[src/logic/chest_pkg.sv]
package chest_pkg;

    // complex sample word, im in the upper half and re in the lower half
    localparam int SAMPLE_W = 32;
    localparam int IQ_W     = 16;

    // OFDM symbol layout
    localparam int FFT_LEN        = 256;
    localparam int SC_W           = $clog2(FFT_LEN);
    localparam int GUARD_SC       = 8;
    localparam int PILOTS_PER_SYM = 60;

    // PBCH DMRS: 144 QPSK symbols for each of the eight ibar_SSB candidates
    localparam int DMRS_LEN = 144;
    localparam int NUM_IBAR = 8;

    // length-31 Gold generator, x1 uses x^31 + x^3 + 1 and
    // x2 uses x^31 + x^3 + x^2 + x + 1
    localparam int GOLD_N      = 31;
    localparam int GOLD_NC     = 1600;
    localparam int GOLD_CNT_W  = 11;
    localparam logic [GOLD_N-1:0] X1_TAPS = 31'h0000_0009;
    localparam logic [GOLD_N-1:0] X2_TAPS = 31'h0000_000f;

    // two symbols of buffering for the sample stream
    localparam int FIFO_DEPTH = 512;
    localparam int FIFO_AW    = $clog2(FIFO_DEPTH);

    // two bit matches per pilot at most
    localparam int CORR_W = $clog2(2 * PILOTS_PER_SYM + 1);

    typedef logic [9:0] n_id_t;
    typedef logic [2:0] ibar_t;

    // bit 1 is the earlier sequence bit (real sign), bit 0 the later one (imaginary sign)
    typedef logic [1:0] dmrs_sym_t;
    typedef dmrs_sym_t [NUM_IBAR-1:0] dmrs_row_t;

    typedef logic [CORR_W-1:0] corr_t;

    typedef struct packed {
        logic signed [IQ_W-1:0] im;
        logic signed [IQ_W-1:0] re;
    } iq_t;

    typedef union packed {
        logic [SAMPLE_W-1:0] raw;
        iq_t                 iq;
    } sample_u;

    typedef struct packed {
        sample_u sample;
        logic    pbch_start;
    } stream_t;

    typedef struct packed {
        stream_t beat;
        ibar_t   ibar;
    } out_beat_t;

endpackage

[src/logic/ibar_detector.sv]
module ibar_detector (
    input  logic                 clk_i,
    input  logic                 reset_ni,
    input  chest_pkg::stream_t   beat_i,
    input  logic                 beat_take_i,
    input  logic                 dmrs_ready_i,
    input  logic [1:0]           v_i,
    output logic [7:0]           rd_idx_o,
    input  chest_pkg::dmrs_row_t row_i,
    output chest_pkg::ibar_t     ibar_o,
    output logic                 ibar_valid_o
);
    import chest_pkg::*;

    logic            busy_q;
    logic [SC_W-1:0] sc_q;
    logic [7:0]      pilot_q;
    corr_t           corr_q [NUM_IBAR];
    ibar_t           ibar_q;
    logic            ibar_valid_q;
    logic            start;
    logic            last_sc;
    logic            is_pilot;
    logic            re_neg;
    logic            im_neg;
    ibar_t           best_idx;
    corr_t           best_corr;

    // the start beat is subcarrier 0 and never carries a pilot
    assign start   = beat_take_i && beat_i.pbch_start && dmrs_ready_i && !busy_q;
    assign last_sc = (sc_q == SC_W'(FFT_LEN - 1));

    assign is_pilot = (sc_q >= SC_W'(GUARD_SC))
                   && (sc_q < SC_W'(FFT_LEN - GUARD_SC))
                   && (sc_q[1:0] == v_i);

    // hard QPSK decision, a negative component demodulates to bit 1
    assign re_neg = beat_i.sample.iq.re[IQ_W-1];
    assign im_neg = beat_i.sample.iq.im[IQ_W-1];

    // strict compare keeps the lowest index on a tie
    always_comb begin
        best_idx  = '0;
        best_corr = corr_q[0];
        for (int k = 1; k < NUM_IBAR; k++) begin
            if (corr_q[k] > best_corr) begin
                best_corr = corr_q[k];
                best_idx  = ibar_t'(k);
            end
        end
    end

    always_ff @(posedge clk_i) begin
        if (!reset_ni) begin
            busy_q       <= 1'b0;
            sc_q         <= '0;
            pilot_q      <= '0;
            ibar_q       <= '0;
            ibar_valid_q <= 1'b0;
            for (int k = 0; k < NUM_IBAR; k++) begin
                corr_q[k] <= '0;
            end
        end else begin
            ibar_valid_q <= 1'b0;
            if (start) begin
                busy_q  <= 1'b1;
                sc_q    <= SC_W'(1);
                pilot_q <= '0;
            end else if (busy_q && beat_take_i) begin
                sc_q <= sc_q + 1'b1;
                if (is_pilot) begin
                    pilot_q <= pilot_q + 1'b1;
                    for (int k = 0; k < NUM_IBAR; k++) begin
                        corr_q[k] <= corr_q[k] + corr_t'(row_i[k][1] == re_neg)
                                               + corr_t'(row_i[k][0] == im_neg);
                    end
                end
                // pilots end at subcarrier 247, so the counts are final here
                if (last_sc) begin
                    busy_q       <= 1'b0;
                    ibar_q       <= best_idx;
                    ibar_valid_q <= 1'b1;
                    for (int k = 0; k < NUM_IBAR; k++) begin
                        corr_q[k] <= '0;
                    end
                end
            end
        end
    end

    assign rd_idx_o     = pilot_q;
    assign ibar_o       = ibar_q;
    assign ibar_valid_o = ibar_valid_q;

endmodule

[config.mk]
export PLATFORM = sky130hd
export DESIGN_NAME = ibar_detector
export DESIGN_NICKNAME = d
export VERILOG_FILES = /design/src/logic/chest_pkg.sv /design/src/logic/ibar_detector.sv
export SDC_FILE = /design/constraint.sdc
export NUM_CORES = 1
export LEC_CHECK = 0
export BUFFER_PORTS_ARGS = -buffer_cell sky130_fd_sc_hd__buf_2
export CORE_ASPECT_RATIO = 2
export CORE_UTILIZATION = 50
export CTS_CLUSTER_DIAMETER = 120
export DETAILED_ROUTE_END_ITERATION = 10
export GPL_TIMING_DRIVEN = 0
export PLACE_DENSITY = 0.82
export SLEW_MARGIN = 20
export SYNTH_ARGS = -nofsm -noshare
export SYNTH_HDL_FRONTEND = slang
export SYNTH_SLANG_ARGS = --single-unit
[constraint.sdc]
create_clock -name clk_i -period 17.1 [get_ports clk_i]
set_clock_uncertainty 0.2 [all_clocks]
set_input_delay 1.71 -clock clk_i [delete_from_list [all_inputs] [get_ports clk_i]]
set_output_delay 1.71 -clock clk_i [all_outputs]
set_load 0.01 [all_outputs]
==> out/metrics.yaml <==
cts_buffer_depth: 2
synth.distinct_cells: 72
synth.most_common_cell: "nor2_1"
design_area_mm2: 0.00641
reg2reg_depth: 57
syn_avg_cell_area_um2: 9.12
finalCritPeriodShare: 0.790
synth_warnings: 0
cts_root_buf: "clkbuf_16"
end_kind: "register"
worstPathRequired_ps: 17110
r2r_setup_slack_ps: 3590
grtUsageMet1: 0.241
cpPeakStageDelay_ps: 730
synth_edf_count: 28
ios: 67
placed_cell_area_mm2: 0.00610
fin_setup_tns_ps: 0
dieHeight_um: 154
grt_overflow: 0
finalNonFillerCells: 823
port_buffers: 34
max-cap-violations: 0
insertion_delay_ps: 350
reg2reg_to: "ibar_o[2]"
rows: 55
worstMarginPinSlew_ps: 805
vias: 4825
seq_area_frac_synth: 0.317
syn2layout_area_growth_pct: 11.5
clock-sinks: 77
min_period_ps: 13510
grt_use_met3: 0.0409
yosys_register_bits: 77
whs_endpoint: "ibar_o[2]"
grt_start_max_net_pins: 22
cts-hold-fix-buffers: 0
cts_tree: "built"
dp.final_hpwl_mm: 11.5
finalWorstSetupSlack_ps: 3590
dp_slack_ps: 4000
drc: 0
relSlewSlack: 0.463
grt_use_total: 0.259
synth_area_leaders: "dfxtp_1 (17%), edfxtp_1 (15%), ha_1 (12%)"
reg2reg_from: "corr_q[0][11]"
grt_pass1_vias: 5052
busiest_layer: "met2"
grt_pass1_wl_mm: 23.9
wl_per_cell_um: 17.5
netlist.area_leader.share: 0.170
grt_antenna_before_repair: 0
dieArea_mm2: 0.0120
first_pass_iters: 5
hold_viol_final: 0
hold_depth: 2
finalPower_mw: 0.541
core-area_mm2: 0.0113
first_iter_violations: 253
syn_area_mm2: 0.00576
fmax_mhz: 74.0
cts-resized-gates: 0
power_density_mw_per_mm2: 84.3
synth_nets: 750
yosys.area.top_type: "dfxtp_1"
yosys-top-cells-count: "nor2_1 (79), ha_1 (56), inv_1 (50), dfxtp_1 (49)"
synth_ff_type: "dfxtp_1"
drive_above_1_share: 0.138
outcome: "complete, no violations"
power_leakage_nw: 2.72
maxSlewViolCount: 0
initial_core_util: 0.510
syn_inst: 631
vdd_drop_max_v: 0.0000824
routed_via_density: 5.86
slowest_stage: "a221oi_1"
fp.dieW_um: 77.9
antenna_left: 0
drt-total-wl_mm: 14.4
critPathKind: "register to register"
hp-class: "register to register"
use_met2: 0.493
min_from: "ibar_o[2]"
nets: 795
crit_fanout: 10
cts_max_level: 3
async_flop_share: 0
post-route-util: 0.568
cts_buffers: 9
setup_viol: 0
gp_congestion: 0.942
cp.arrival_ps: 13510
fin_hold_ws_ps: 296
dpl.cell_count: 807
start_kind: "register"
rsz0062_at_grt: "no"
diodes: 0
cts_setup_buffers: 0
cp_common_cell: "ha_1"
path_clk_slew_ps: 70
==> critical path, delay by kind of cell, from the launching register on <==
family                   cells  cell delay [ps]
buffers and inverters        5             1050
flip-flops                   1              490
AO/OA/AOI/OAI               26             5040
adder cells (fa/ha/maj)      8             2490
multiplexers                 3             1110
AND/OR/NAND/NOR             15             2930
==> routing by layer <==
layer / wire (um) / up-vias
met5: 0 / -
met4: 939 / 0
met3: 373 / 52
met2: 8150 / 106
met1: 4960 / 2344
li1: - / 2323
==> registers in the layout (all words and copies together) (netlist names) <==
signal        flops
ibar_valid_o      1
busy_q            1
corr_q           56
sc_q              8
rd_idx_o          8
ibar_o            3
==> cell usage in the layout (no fill, tap or decap), types with 10 or more instances in the layout <==
| cell type | synthesis | final |
|---|---|---|
| a21o_1 | 10 | 10 |
| a21oi_1 | 22 | 22 |
| and3_1 | 12 | 12 |
| buf_2 | 2 | 36 |
| clkbuf_1 | 12 | 12 |
| dfxtp_1 | 49 | 49 |
| edfxtp_1 | 28 | 28 |
| ha_1 | 56 | 56 |
| inv_1 | 50 | 50 |
| mux2i_1 | 16 | 16 |
| nand2_1 | 29 | 29 |
| nand3_1 | 29 | 29 |
| nor2_1 | 79 | 79 |
| o21ai_0 | 26 | 26 |
| xnor2_1 | 34 | 34 |
| xor2_1 | 34 | 34 |
==> cell type report <==
class,count,area [um^2]
flip-flops and latches,77,1820
well taps,142,178
repair buffers,34,170
plain buffers,16,70.1
clock buffers,9,225
clock inverters,7,86.3
fillers,1017,4870
inverters,52,195
multi-input cells,486,3670
==> where the power goes <==
group          internal (mW)  switching, mW
Sequential             0.192        0.00325
Clock                  0.117         0.0859
Combinational         0.0602         0.0827
==> how the worst max path moves through the flow <==
stage	start	endpoint	slack (ps)	cells after the start
3_3_place_gp	corr_q[0][11]	ibar_o[2]	4360	58
6_report	corr_q[0][11]	ibar_o[2]	3590	57
5_1_grt	corr_q[0][12]	ibar_o[2]	2910	57
2_1_floorplan	corr_q[0][11]	ibar_o[2]	6080	57
4_1_cts	corr_q[0][11]	ibar_o[2]	3890	58
3_5_place_dp	corr_q[0][11]	ibar_o[2]	4000	57
==> logic make-up after synthesis <==
logic type	Yosys count	share of synthesized area
compound gates	119	0.152
mux	25	0.0480
xor+xnor	68	0.103
buf+inv	68	0.0461
simple gates	207	0.179
flops	77	0.317
fa+ha+maj	67	0.155
No activity file was read; power rests on OpenSTA's default activity.
