`config.mk`:
```
export PLATFORM = sky130hd
export DESIGN_NAME = symbol_release
export DESIGN_NICKNAME = d
export VERILOG_FILES = /design/src/logic/chest_pkg.sv /design/src/logic/symbol_release.sv
export SDC_FILE = /design/constraint.sdc
export NUM_CORES = 1
export LEC_CHECK = 0
export ABC_AREA = 1
export BUFFER_PORTS_ARGS = -buffer_cell sky130_fd_sc_hd__buf_2
export CAP_MARGIN = 10
export CORE_UTILIZATION = 30
export DETAILED_ROUTE_END_ITERATION = 8
export GPL_ROUTABILITY_DRIVEN = 0
export PLACE_DENSITY = 0.61
export SLEW_MARGIN = 20
export SYNTH_ARGS = -nofsm -noshare
export SYNTH_HDL_FRONTEND = slang
export SYNTH_SLANG_ARGS = --single-unit
```
`constraint.sdc`:
```
create_clock -name clk_i -period 3.6 [get_ports clk_i]
set_input_delay 0.72 -clock clk_i [delete_from_list [all_inputs] [get_ports clk_i]]
set_output_delay 0.72 -clock clk_i [all_outputs]
set_load 0.01 [all_outputs]
```
`src/logic/chest_pkg.sv`:
```
package chest_pkg;

    // complex sample word, im in the upper half and re in the lower half
    localparam int SAMPLE_W = 32;
    localparam int IQ_W     = 16;

    // OFDM symbol layout
    localparam int FFT_LEN        = 256;
    localparam int SC_W           = $clog2(FFT_LEN);
    localparam int GUARD_SC       = 8;
    localparam int PILOTS_PER_SYM = 60;

    // PBCH DMRS: 144 QPSK symbols for each of the eight ibar_SSB candidates
    localparam int DMRS_LEN = 144;
    localparam int NUM_IBAR = 8;

    // length-31 Gold generator, x1 uses x^31 + x^3 + 1 and
    // x2 uses x^31 + x^3 + x^2 + x + 1
    localparam int GOLD_N      = 31;
    localparam int GOLD_NC     = 1600;
    localparam int GOLD_CNT_W  = 11;
    localparam logic [GOLD_N-1:0] X1_TAPS = 31'h0000_0009;
    localparam logic [GOLD_N-1:0] X2_TAPS = 31'h0000_000f;

    // two symbols of buffering for the sample stream
    localparam int FIFO_DEPTH = 512;
    localparam int FIFO_AW    = $clog2(FIFO_DEPTH);

    // two bit matches per pilot at most
    localparam int CORR_W = $clog2(2 * PILOTS_PER_SYM + 1);

    typedef logic [9:0] n_id_t;
    typedef logic [2:0] ibar_t;

    // bit 1 is the earlier sequence bit (real sign), bit 0 the later one (imaginary sign)
    typedef logic [1:0] dmrs_sym_t;
    typedef dmrs_sym_t [NUM_IBAR-1:0] dmrs_row_t;

    typedef logic [CORR_W-1:0] corr_t;

    typedef struct packed {
        logic signed [IQ_W-1:0] im;
        logic signed [IQ_W-1:0] re;
    } iq_t;

    typedef union packed {
        logic [SAMPLE_W-1:0] raw;
        iq_t                 iq;
    } sample_u;

    typedef struct packed {
        sample_u sample;
        logic    pbch_start;
    } stream_t;

    typedef struct packed {
        stream_t beat;
        ibar_t   ibar;
    } out_beat_t;

endpackage

```
`src/logic/symbol_release.sv`:
```
module symbol_release (
    input  logic                 clk_i,
    input  logic                 reset_ni,
    input  chest_pkg::stream_t   in_i,
    input  logic                 in_valid_i,
    output logic                 in_ready_o,
    input  chest_pkg::ibar_t     ibar_i,
    input  logic                 ibar_valid_i,
    output chest_pkg::out_beat_t out_o,
    output logic                 out_valid_o,
    input  logic                 out_ready_i
);
    import chest_pkg::*;

    // detection results that wait for their PBCH start beat
    ibar_t      pend_q [2];
    logic       wr_sel_q;
    logic       rd_sel_q;
    logic [1:0] pend_cnt_q;
    ibar_t      cur_q;
    ibar_t      tag_ibar;
    out_beat_t  out_q;
    logic       out_valid_q;
    logic       out_free;
    logic       have_result;
    logic       take;
    logic       pop;

    assign out_free    = !out_valid_q || out_ready_i;
    assign have_result = (pend_cnt_q != 2'd0);
    // a PBCH start beat stays at the head until its result exists
    assign in_ready_o  = out_free && (!in_i.pbch_start || have_result);
    assign take        = in_valid_i && in_ready_o;
    assign pop         = take && in_i.pbch_start;
    assign tag_ibar    = in_i.pbch_start ? pend_q[rd_sel_q] : cur_q;

    always_ff @(posedge clk_i) begin
        if (!reset_ni) begin
            wr_sel_q    <= 1'b0;
            rd_sel_q    <= 1'b0;
            pend_cnt_q  <= '0;
            cur_q       <= '0;
            out_valid_q <= 1'b0;
        end else begin
            if (ibar_valid_i) begin
                wr_sel_q <= !wr_sel_q;
            end
            if (pop) begin
                rd_sel_q <= !rd_sel_q;
                cur_q    <= pend_q[rd_sel_q];
            end
            pend_cnt_q <= pend_cnt_q + {1'b0, ibar_valid_i} - {1'b0, pop};
            if (out_free) begin
                out_valid_q <= take;
            end
        end
    end

    always_ff @(posedge clk_i) begin
        if (ibar_valid_i) begin
            pend_q[wr_sel_q] <= ibar_i;
        end
        if (take) begin
            out_q <= {in_i, tag_ibar};
        end
    end

    assign out_o       = out_q;
    assign out_valid_o = out_valid_q;

endmodule

```
==> key figures <==
Clock network
  • Worst-skew pair later-pin latency: 0.29 ns
  • CTS clock-pin slew for the worst setup and hold paths: 0.09 ns
  • CTS root buf: clkbuf_8
  • Total clock sinks: 51
  • Post-CTS Setup Repair Bufs: 0
  • Post-CTS Hold Fix Bufs: 0
  • CTS Buffer Depth: 2
  • Htree depth: 2
  • Inserted Clock Buffers: 5
  • CTS tree: built
  • Post-CTS sizing: 0

Global route
  • Antenna violations before repair: 0
  • First-pass GRT wire length: 4519 um
  • Largest net degree at the start of global routing: 38
  • Total global routing overflow: 0
  • Vias in the first global route: 1011
  • All-Layer GR Usage: 9.754%

Setup path
  • Crit path largest cell delay: 0.15 ns
  • CP Data Required Time: 2.88 ns
  • Reg-to-reg slack, setup: 2.01 ns
  • Worst path cell trace: buf_2 > inv_1 > nand2_2 > inv_1 > a31oi_1 > buf_2
  • Type of destination of the critical path: output pin
  • Slowest CP cell: buf_2
  • CP arrival: 1.26 ns
  • Bufs and invs on worst path: 4
  • Cell family with most CP delay: buffers and inverters
  • Register-to-Register Path Depth: 10
  • Crit path kind: in2out
  • R2R Path End: pend_cnt_q[1]
  • Startpoint Class: input port
  • Crit path max fanout: 3
  • Worst R2R Start: pend_cnt_q[0]

Synth
  • Avg Inst Size Synth: 15.26 um2
  • Synth Instances: 116
  • Syn Nets: 159
  • Synth warn: 0
  • Seq cells post-synth: 51
  • Synth unique cells: 17
  • Sequential fraction of the synthesis area: 81.41%
  • Mapped Area: 1770 um2

Worst hold path
  • Hold Crit Depth: 4
  • Hold_sp: cur_q[0]
  • Worst Hold Class: reg2reg
  • Hold Crit Endpoint: cur_q[0]

Floorplan
  • Placement Rows: 27
  • Die area: 6213 um2
  • Initial Util: 31.57%
  • Top-Level Pins: 79
  • Die width: 78.82 um
  • Core area: 5608 um2
  • Die height: 78.82 um

Drt
  • Routed length per instance: 11.07 um
  • DR vias: 1071
  • Initial DRC count: 73
  • Pre-antenna DRT Iters: 4
  • Via density: 3.923
  • Final ANT Viol Nets: 0
  • Final WL: 3022 um
  • DRC viols: 0

STA
  • Setup repair after global routing missed its margin: no
  • Worst-Margin Slew: 0.7829 ns
  • Tcrit/Tclk final: 54.96%
  • Minimum clock period after layout: 1.979 ns
  • Hold slack: 0.5209 ns
  • Slew Limit Fails: 0
  • Highest clock rate: 505.4 MHz
  • Worst-case clock skew: 0.009519 ns
  • Final worst slack: 1.621 ns
  • Setup-failing EPs final: 0
  • Setup TNS: 0 ns
  • Fin. Hold Viols: 0
  • Max-slew headroom: 47.80%

Final layout
  • Share of cells above drive strength 1: 44.78%
  • NumNets Final: 243
  • FILL cells: 552
  • Synthesis-to-finish area growth: 33.07%
  • Antenna Cells: 0

Place
  • Final HPWL DP: 2316 um
  • Post-Place Setup Slack: 1.509 ns
  • IO buf count: 78

Run status
  • Status: complete, no violations

Pwr
  • Power Total: 1.276 mW
  • Worst vdd ir: 0.2419 mV
  • Leakage: 1.034 nW
  • Power per cell area: 541.6 nW/um2

Job
  • MaxCap Viol Count: 0
==> cell families after synthesis <==
| family | Yosys count | synth area share, % |
|---|---|---|
| xor gates and xnor gates | 1 | 0.4948 |
| adders and majority gates | 2 | 1.413 |
| AOI/OAI and AO/OA | 13 | 4.311 |
| and+or+nand+nor | 27 | 7.278 |
| DFF | 51 | 81.41 |
| buffers and inverters | 22 | 5.089 |
==> how the worst max path moves through the flow <==
| stage | startpoint | endpoint | depth (start not counted) |
|---|---|---|---|
| final | out_ready_i | in_ready_o | 6 |
| after global routing | out_ready_i | in_ready_o | 6 |
| after CTS | out_ready_i | in_ready_o | 6 |
| after global placement | in_i[0] | out_o[14] | 3 |
| after floorplan | in_i[0] | out_o[0] | 3 |
| after detailed placement | in_i[0] | out_o[13] | 3 |
==> per-stage QoR <==
stage	cells	util [%]	instance area [um2]
floorplan	116	-	1770
global placement	265	39.96	2241
detailed placement	265	39.96	2241
CTS	273	42.01	2356
global route	273	42.01	2356
finish	273	42.01	2356
==> flip-flops by register name, summed over array words and instances, names as in the netlist, named ones only <==
register / cells
pend_cnt_q: 2
out_valid_o: 1
out_o: 36
pend_q: 6
cur_q: 3
rd_sel_q: 1
wr_sel_q: 1
==> synth_stat cells <==
cell type / count / area, um2
dfxtp_1: 9 / 180.2
nand2_1: 12 / 45.04
a31oi_1: 1 / 6.260
a21oi_1: 1 / 5.000
nand4_4: 1 / 21.27
inv_1: 21 / 78.83
edfxtp_1: 42 / 1261
nor2_1: 9 / 33.78
nor3_1: 1 / 5.000
nand2_2: 2 / 12.51
o21ai_0: 7 / 35.03
buf_6: 1 / 11.26
o21bai_1: 4 / 30.03
xnor2_1: 1 / 8.760
ha_1: 2 / 25.02
nand3_1: 1 / 5.000
and3_1: 1 / 6.260
==> cells in the final DEF (no fill, tap or decap) <==
cell type   netlist  final
dfxtp_1           9      9
nand4_4           1      1
nand2_2           2      2
nor2_1            9      9
inv_1            21     21
a21oi_1           1      1
o21ai_0           7      7
buf_2             0     78
clkbuf_8          0      5
nand2_1          12     12
nand3_1           1      1
inv_6             0      1
nor3_1            1      1
clkinvlp_4        0      1
and3_2            0      1
a31oi_1           1      1
xnor2_1           1      1
bufinv_16         0      1
ha_1              2      2
edfxtp_1         42     42
o21bai_1          4      4
==> metal layers <==
metal	track usage (%)	routed length [um]
met2	16.35	1413
met3	3.793	284
met5	0	0
met4	2.364	0
met1	11.79	1324
==> tightest hold or removal path: stages, from the launching register on <==
cell	delay, ns
dfxtp_1	0.31
inv_1	0.05
nand2_1	0.05
inv_1	0.04
nor2_1	0.03
==> report_power, final <==
| group | internal, mW | switching, mW | total (mW) |
|---|---|---|---|
| clock | 0.209 | 0.182 | 0.392 |
| combinational | 0.0644 | 0.101 | 0.165 |
| sequential | 0.705 | 0.0138 | 0.719 |
| total | 0.979 | 0.297 | 1.28 |
==> area by class of cell <==
| cell class | count | area (um2) | share of cell area [%] |
|---|---|---|---|
| clock inverters | 3 | 46.29 | 1.965 |
| repair buffers | 78 | 390.4 | 16.57 |
| clock buffers | 5 | 68.82 | 2.921 |
| flip-flops and latches | 51 | 1441 | 61.18 |
| well taps | 72 | 90.09 | 3.824 |
| inverters | 21 | 78.83 | 3.346 |
| multi-input cells | 43 | 240.2 | 10.20 |
Power figures use the tool's default switching activity.
