--- src/logic/chest_pkg.sv ---
package chest_pkg;

    // complex sample word, im in the upper half and re in the lower half
    localparam int SAMPLE_W = 32;
    localparam int IQ_W     = 16;

    // OFDM symbol layout
    localparam int FFT_LEN        = 256;
    localparam int SC_W           = $clog2(FFT_LEN);
    localparam int GUARD_SC       = 8;
    localparam int PILOTS_PER_SYM = 60;

    // PBCH DMRS: 144 QPSK symbols for each of the eight ibar_SSB candidates
    localparam int DMRS_LEN = 144;
    localparam int NUM_IBAR = 8;

    // length-31 Gold generator, x1 uses x^31 + x^3 + 1 and
    // x2 uses x^31 + x^3 + x^2 + x + 1
    localparam int GOLD_N      = 31;
    localparam int GOLD_NC     = 1600;
    localparam int GOLD_CNT_W  = 11;
    localparam logic [GOLD_N-1:0] X1_TAPS = 31'h0000_0009;
    localparam logic [GOLD_N-1:0] X2_TAPS = 31'h0000_000f;

    // two symbols of buffering for the sample stream
    localparam int FIFO_DEPTH = 512;
    localparam int FIFO_AW    = $clog2(FIFO_DEPTH);

    // two bit matches per pilot at most
    localparam int CORR_W = $clog2(2 * PILOTS_PER_SYM + 1);

    typedef logic [9:0] n_id_t;
    typedef logic [2:0] ibar_t;

    // bit 1 is the earlier sequence bit (real sign), bit 0 the later one (imaginary sign)
    typedef logic [1:0] dmrs_sym_t;
    typedef dmrs_sym_t [NUM_IBAR-1:0] dmrs_row_t;

    typedef logic [CORR_W-1:0] corr_t;

    typedef struct packed {
        logic signed [IQ_W-1:0] im;
        logic signed [IQ_W-1:0] re;
    } iq_t;

    typedef union packed {
        logic [SAMPLE_W-1:0] raw;
        iq_t                 iq;
    } sample_u;

    typedef struct packed {
        sample_u sample;
        logic    pbch_start;
    } stream_t;

    typedef struct packed {
        stream_t beat;
        ibar_t   ibar;
    } out_beat_t;

endpackage

--- src/logic/gold_lfsr.sv ---
module gold_lfsr #(
    parameter logic [chest_pkg::GOLD_N-1:0] TAPS = chest_pkg::X1_TAPS
) (
    input  logic                         clk_i,
    input  logic                         reset_ni,
    input  logic                         load_i,
    input  logic [chest_pkg::GOLD_N-1:0] init_i,
    input  logic                         shift_i,
    output logic                         bit_o
);
    import chest_pkg::*;

    // bit 0 holds x(n), bit GOLD_N-1 holds x(n+30)
    logic [GOLD_N-1:0] state_q;
    logic              feedback;

    assign feedback = ^(state_q & TAPS);

    always_ff @(posedge clk_i) begin
        if (!reset_ni) begin
            state_q <= '0;
        end else if (load_i) begin
            state_q <= init_i;
        end else if (shift_i) begin
            // new bit x(n+31) enters at the top, oldest bit falls out at the bottom
            state_q <= {feedback, state_q[GOLD_N-1:1]};
        end
    end

    assign bit_o = state_q[0];

endmodule

--- src/logic/pbch_dmrs_gen.sv ---
module pbch_dmrs_gen (
    input  logic                 clk_i,
    input  logic                 reset_ni,
    input  chest_pkg::n_id_t     n_id_i,
    input  logic                 n_id_valid_i,
    input  logic [7:0]           rd_idx_i,
    output chest_pkg::dmrs_row_t row_o,
    output logic                 dmrs_ready_o,
    output logic [1:0]           v_o
);
    import chest_pkg::*;

    typedef enum logic [2:0] {
        ST_IDLE,
        ST_LOAD,
        ST_WARM,
        ST_FILL,
        ST_DONE
    } gen_state_t;

    gen_state_t              state_q;
    logic [GOLD_CNT_W-1:0]   cnt_q;
    n_id_t                   n_id_q;
    logic                    lfsr_load;
    logic                    lfsr_shift;
    logic                    x1_bit;
    logic [NUM_IBAR-1:0]     x2_bit;
    logic [NUM_IBAR-1:0]     seq_bit;
    logic [NUM_IBAR-1:0]     even_bit_q;
    dmrs_row_t               wr_row;
    dmrs_row_t               dmrs_mem_q [DMRS_LEN];

    // c_init = ((i+1)*(N_id/4+1) << 11) + ((i+1) << 6) + N_id mod 4
    function automatic logic [GOLD_N-1:0] x2_init(input int unsigned ibar, input n_id_t n_id);
        logic [GOLD_N-1:0] idx;
        logic [GOLD_N-1:0] grp;
        idx = GOLD_N'(ibar + 1);
        grp = GOLD_N'(n_id[9:2]) + GOLD_N'(1);
        return ((idx * grp) << 11) + (idx << 6) + GOLD_N'(n_id[1:0]);
    endfunction

    assign lfsr_load  = (state_q == ST_LOAD);
    assign lfsr_shift = (state_q == ST_WARM) || (state_q == ST_FILL);

    gold_lfsr #(
        .TAPS (X1_TAPS)
    ) i_x1 (
        .clk_i    (clk_i),
        .reset_ni (reset_ni),
        .load_i   (lfsr_load),
        .init_i   (GOLD_N'(1)),
        .shift_i  (lfsr_shift),
        .bit_o    (x1_bit)
    );

    for (genvar g = 0; g < NUM_IBAR; g++) begin : g_x2
        gold_lfsr #(
            .TAPS (X2_TAPS)
        ) i_x2 (
            .clk_i    (clk_i),
            .reset_ni (reset_ni),
            .load_i   (lfsr_load),
            .init_i   (x2_init(g, n_id_q)),
            .shift_i  (lfsr_shift),
            .bit_o    (x2_bit[g])
        );

        assign seq_bit[g] = x1_bit ^ x2_bit[g];
        // the earlier bit of the pair goes to bit 1
        assign wr_row[g]  = {even_bit_q[g], seq_bit[g]};
    end

    // a new cell identity restarts generation from any state
    always_ff @(posedge clk_i) begin
        if (!reset_ni) begin
            state_q <= ST_IDLE;
            cnt_q   <= '0;
            n_id_q  <= '0;
        end else if (n_id_valid_i) begin
            state_q <= ST_LOAD;
            n_id_q  <= n_id_i;
        end else begin
            case (state_q)
                ST_LOAD: begin
                    cnt_q   <= '0;
                    state_q <= ST_WARM;
                end
                ST_WARM: begin
                    if (cnt_q == GOLD_CNT_W'(GOLD_NC - 1)) begin
                        cnt_q   <= '0;
                        state_q <= ST_FILL;
                    end else begin
                        cnt_q <= cnt_q + 1'b1;
                    end
                end
                ST_FILL: begin
                    cnt_q <= cnt_q + 1'b1;
                    if (cnt_q == GOLD_CNT_W'(2 * DMRS_LEN - 1)) begin
                        state_q <= ST_DONE;
                    end
                end
                default: begin
                    state_q <= state_q;
                end
            endcase
        end
    end

    // even bits wait one cycle, odd bits complete a row
    always_ff @(posedge clk_i) begin
        if (state_q == ST_FILL) begin
            if (!cnt_q[0]) begin
                even_bit_q <= seq_bit;
            end else begin
                dmrs_mem_q[cnt_q[8:1]] <= wr_row;
            end
        end
    end

    assign row_o        = dmrs_mem_q[rd_idx_i];
    assign dmrs_ready_o = (state_q == ST_DONE);
    assign v_o          = n_id_q[1:0];

endmodule

--- config.mk ---
export PLATFORM = sky130hd
export DESIGN_NAME = pbch_dmrs_gen
export DESIGN_NICKNAME = d
export VERILOG_FILES = /design/src/logic/chest_pkg.sv /design/src/logic/gold_lfsr.sv /design/src/logic/pbch_dmrs_gen.sv
export SDC_FILE = /design/constraint.sdc
export NUM_CORES = 2
export LEC_CHECK = 0
export BUFFER_PORTS_ARGS = -buffer_cell sky130_fd_sc_hd__buf_2
export CORE_MARGIN = 4
export CORE_UTILIZATION = 55
export CTS_CLUSTER_SIZE = 14
export DETAILED_ROUTE_END_ITERATION = 6
export PLACE_DENSITY = 0.73
export SYNTH_ARGS = -nofsm -noshare
export SYNTH_HDL_FRONTEND = slang
export SYNTH_HIERARCHICAL = 1
export SYNTH_SLANG_ARGS = --single-unit
--- constraint.sdc ---
create_clock -name clk_i -period 5.2 [get_ports clk_i]
set_input_delay 1.56 -clock clk_i [delete_from_list [all_inputs] [get_ports clk_i]]
set_output_delay 1.56 -clock clk_i [all_outputs]
set_load 0.01 [all_outputs]
==> flow_metrics.tcl <==
set metrics [dict create \
    cp_common_cell "buf_12" \
    ir_worst_vdd_mv 0.377 \
    grt-ovfl-total 0 \
    yosysMostFrequentCell "edfxtp_1" \
    cts_buffers 280 \
    crit_start "rd_idx_i[0]" \
    setup_violations 16 \
    finClkSkew_ns 0.0900 \
    synth_edf_count 2312 \
    ff_latch_area_um2 75500 \
    ioPinCount 40 \
    core_um2 191000 \
    finalCritPeriodShare_pct 109 \
    netlist_instances 5906 \
    yosys_warnings 6 \
    path_class "input port to output port" \
    r2r-end "g_x2[6].i_x2/state_q[22]$_SDFFE_PN0P_" \
    synthToLayoutAreaGrowth_pct 17.2 \
    worstSkewPairLatency_ns 0.95 \
    post-place-cells 8900 \
    die_y_um 447 \
    ff2ff_path_depth 17 \
    hp-class "flop to flop" \
    status "complete, but fails checks" \
    ys_ff_latch 2615 \
    max-cap-violations 0 \
    synthFlopType "edfxtp_1" \
    clk_pin_slew_ns 0.06 \
    num_rows 160 \
    powerDensity_nw_per_um2 359 \
    hold_buffers 0 \
    maxSlewViolCount 0 \
    dr.pass1.iters 5 \
    cp_max_fo 7 \
    die_area_um2 200000 \
    gp_congestion 0.893 \
    wl_per_cell_um 29.5 \
    num_vias 59700 \
    final_area_um2 124000 \
    r2r_slack_ns 1.15 \
    cp-endpoint "row_o[13]" \
    postPlaceCellArea_um2 113000 \
    leakage_nw 42.7 \
    grt_use_total_pct 27.8 \
    reg2reg_from "n_id_q[2]$_SDFFE_PN0P_" \
    postRouteAntennaNets 0 \
    die_width_um 447 \
    yosysUniqueCellTypes 81 \
    relSlewSlack_pct 16.7 \
    clock-sinks 2615 \
    fin_crit_ns 5.66 \
    synthesis.area_um2 106000 \
    multi_input_area_um2 29800 \
    viasPerCell 6.31 \
    grt_max_degree 161 \
    tns_ns -5.98 \
    cts_buffer_depth 4 \
    tightest_slew_ns 1.25 \
    rsz0062_at_grt "true" \
    port_buffers 39 \
    cp_data_arrival_time_ns 4.10 \
    wirelength_um 279000 \
    grt_pass1_wl_um 404000 \
    violations "negative setup slack" \
    layout-drive-gt1-share_pct 27.2 \
    hold_viol 0 \
    crit_slowest_cell "mux4_2" \
    drcViolationCount 0 \
    ctsRootBufferMaster "clkbuf_16" \
    hold_path_startpoint "cnt_q[10]$_SDFFE_PN0P_" \
    max_stage_delay_ns 0.57 \
    n_fill_cell 12300 \
    final_core_util_pct 65.1 \
    crit_chain "buf_16 > buf_8 > buf_12 > buf_12 > buf_6 > mux4_2 > a22oi_2 > a32o_2 > a31oi_4 > o21ai_4 > nand2_1 > buf_2" \
    finalNetCount 6803 \
    synth_async_sr_flop_share_pct 0 \
    syn_avg_cell_area_um2 18.0 \
    h-tree-depth 5 \
    synth_area_leader_cell "edfxtp_1" \
    tritoncts "yes" \
    setup_ws_ns -0.464 \
    drtIter0Drc 8728 \
    synthTopCellsByArea "edfxtp_1 65%, mux4_2 11%, dfxtp_1 5.7%" \
    startpoint_type "input port" \
    cp-end-kind "output port" \
    instances_no_fill 9455 \
    fin_hold_ws_ns 0.517 \
    hpwl_um 164000 \
    yosysTopAreaCellShare_pct 65.4 \
    critical_path_required_ns 3.64 \
    max_clock_freq_mhz 177 \
    place_ws_ns -1.39 \
    grt_pass1_vias 58800 \
    ys_top_cells_by_count "2,312 x edfxtp_1, 521 x mux4_2, 473 x mux2i_1" \
    grt_antenna_before_repair 6 \
    seq_area_frac_synth_pct 71.1 \
    initial_core_util_pct 55.6 \
    p_total_mw 44.6 \
]
[worst min-delay path by stage]
stage,to,slack (ns),cells after the start
final,cnt_q[10]$_SDFFE_PN0P_,0.52,2
after global routing,cnt_q[10]$_SDFFE_PN0P_,0.53,2
after CTS,cnt_q[10]$_SDFFE_PN0P_,0.51,2
after detailed placement,cnt_q[10]$_SDFFE_PN0P_,0.50,2
after global placement,cnt_q[10]$_SDFFE_PN0P_,0.48,2
after floorplan,cnt_q[10]$_SDFFE_PN0P_,0.47,2
[power by group]
part / internal, mW / switching [mW]
combinational: 1.32 / 1.79
clock: 10.6 / 7.83
sequential: 23.0 / 0.0912
total: 34.9 / 9.71
[layout make-up]
class / count / area share [%]
sequential: 2615 / 60.7
multi-input combinational: 3079 / 24.0
timing repair buffer: 743 / 6.00
clock buffer: 350 / 5.96
tap: 2511 / 2.53
clock inverter: 121 / 0.722
inverter: 31 / 0.0996
antenna: 5 / 0.0101
[kinds of logic after synthesis]
group,share of synthesized area (%)
DFF,71.1
buffers and inverters,2.75
muxes,16.2
other,0.00708
xor gates and xnor gates,0.658
adders and majority gates,0.408
AOI/OAI and AO/OA,3.95
and+or+nand+nor,4.93
[per-layer routing]
layer	wire length [um]	vias up	GRT usage, %
met3	33800	769	6.71
met1	101000	30000	38.0
met5	24	-	0
met4	14800	4	12.8
met2	129000	4038	42.6
li1	-	24900	-
[flip-flops by register name, summed over array words and instances, names as in the netlist]
| register | flops |
|---|---|
| even_bit_q | 8 |
| dmrs_mem_q | 2304 |
| state_q | 3 |
| n_id_q | 10 |
| i_x1/state_q | 31 |
| g_x2.i_x2/state_q | 248 |
| cnt_q | 11 |
[worst max-delay path, delay by kind of cell]
family / cells / cell delay (ns)
AOI/OAI and AO/OA: 4 / 1.02
buffers and inverters: 6 / 0.84
muxes: 1 / 0.57
and+or+nand+nor: 1 / 0.08
[cell usage in the layout (no fill, tap or decap), types with 28 or more instances in the layout]
master and n:
and2_1 253, ha_1 29, mux4_2 521, buf_4 546, clkinv_1 51, xor2_1 33, buf_16 30, o21ai_0 38
clkbuf_16 291, mux2_4 28, conb_1 181, buf_6 43, clkbuf_1 60, nand2_1 364, buf_2 29, edfxtp_1 2312
nor2b_1 34, o211a_1 30, o21ai_1 262, buf_12 70, dfxtp_1 303, xnor2_1 35, mux2i_1 460, a21oi_1 50
clkinv_2 44, nor2_1 190, nand3_1 49, o22ai_1 51
[repair_timing]
action,in CTS,in global routing
gates resized for setup,282,95
gates cloned,18,6
endpoints found under the setup margin,16,16
pin swaps,54,57
setup buffers,34,30
(Power assumes the default switching activity.)
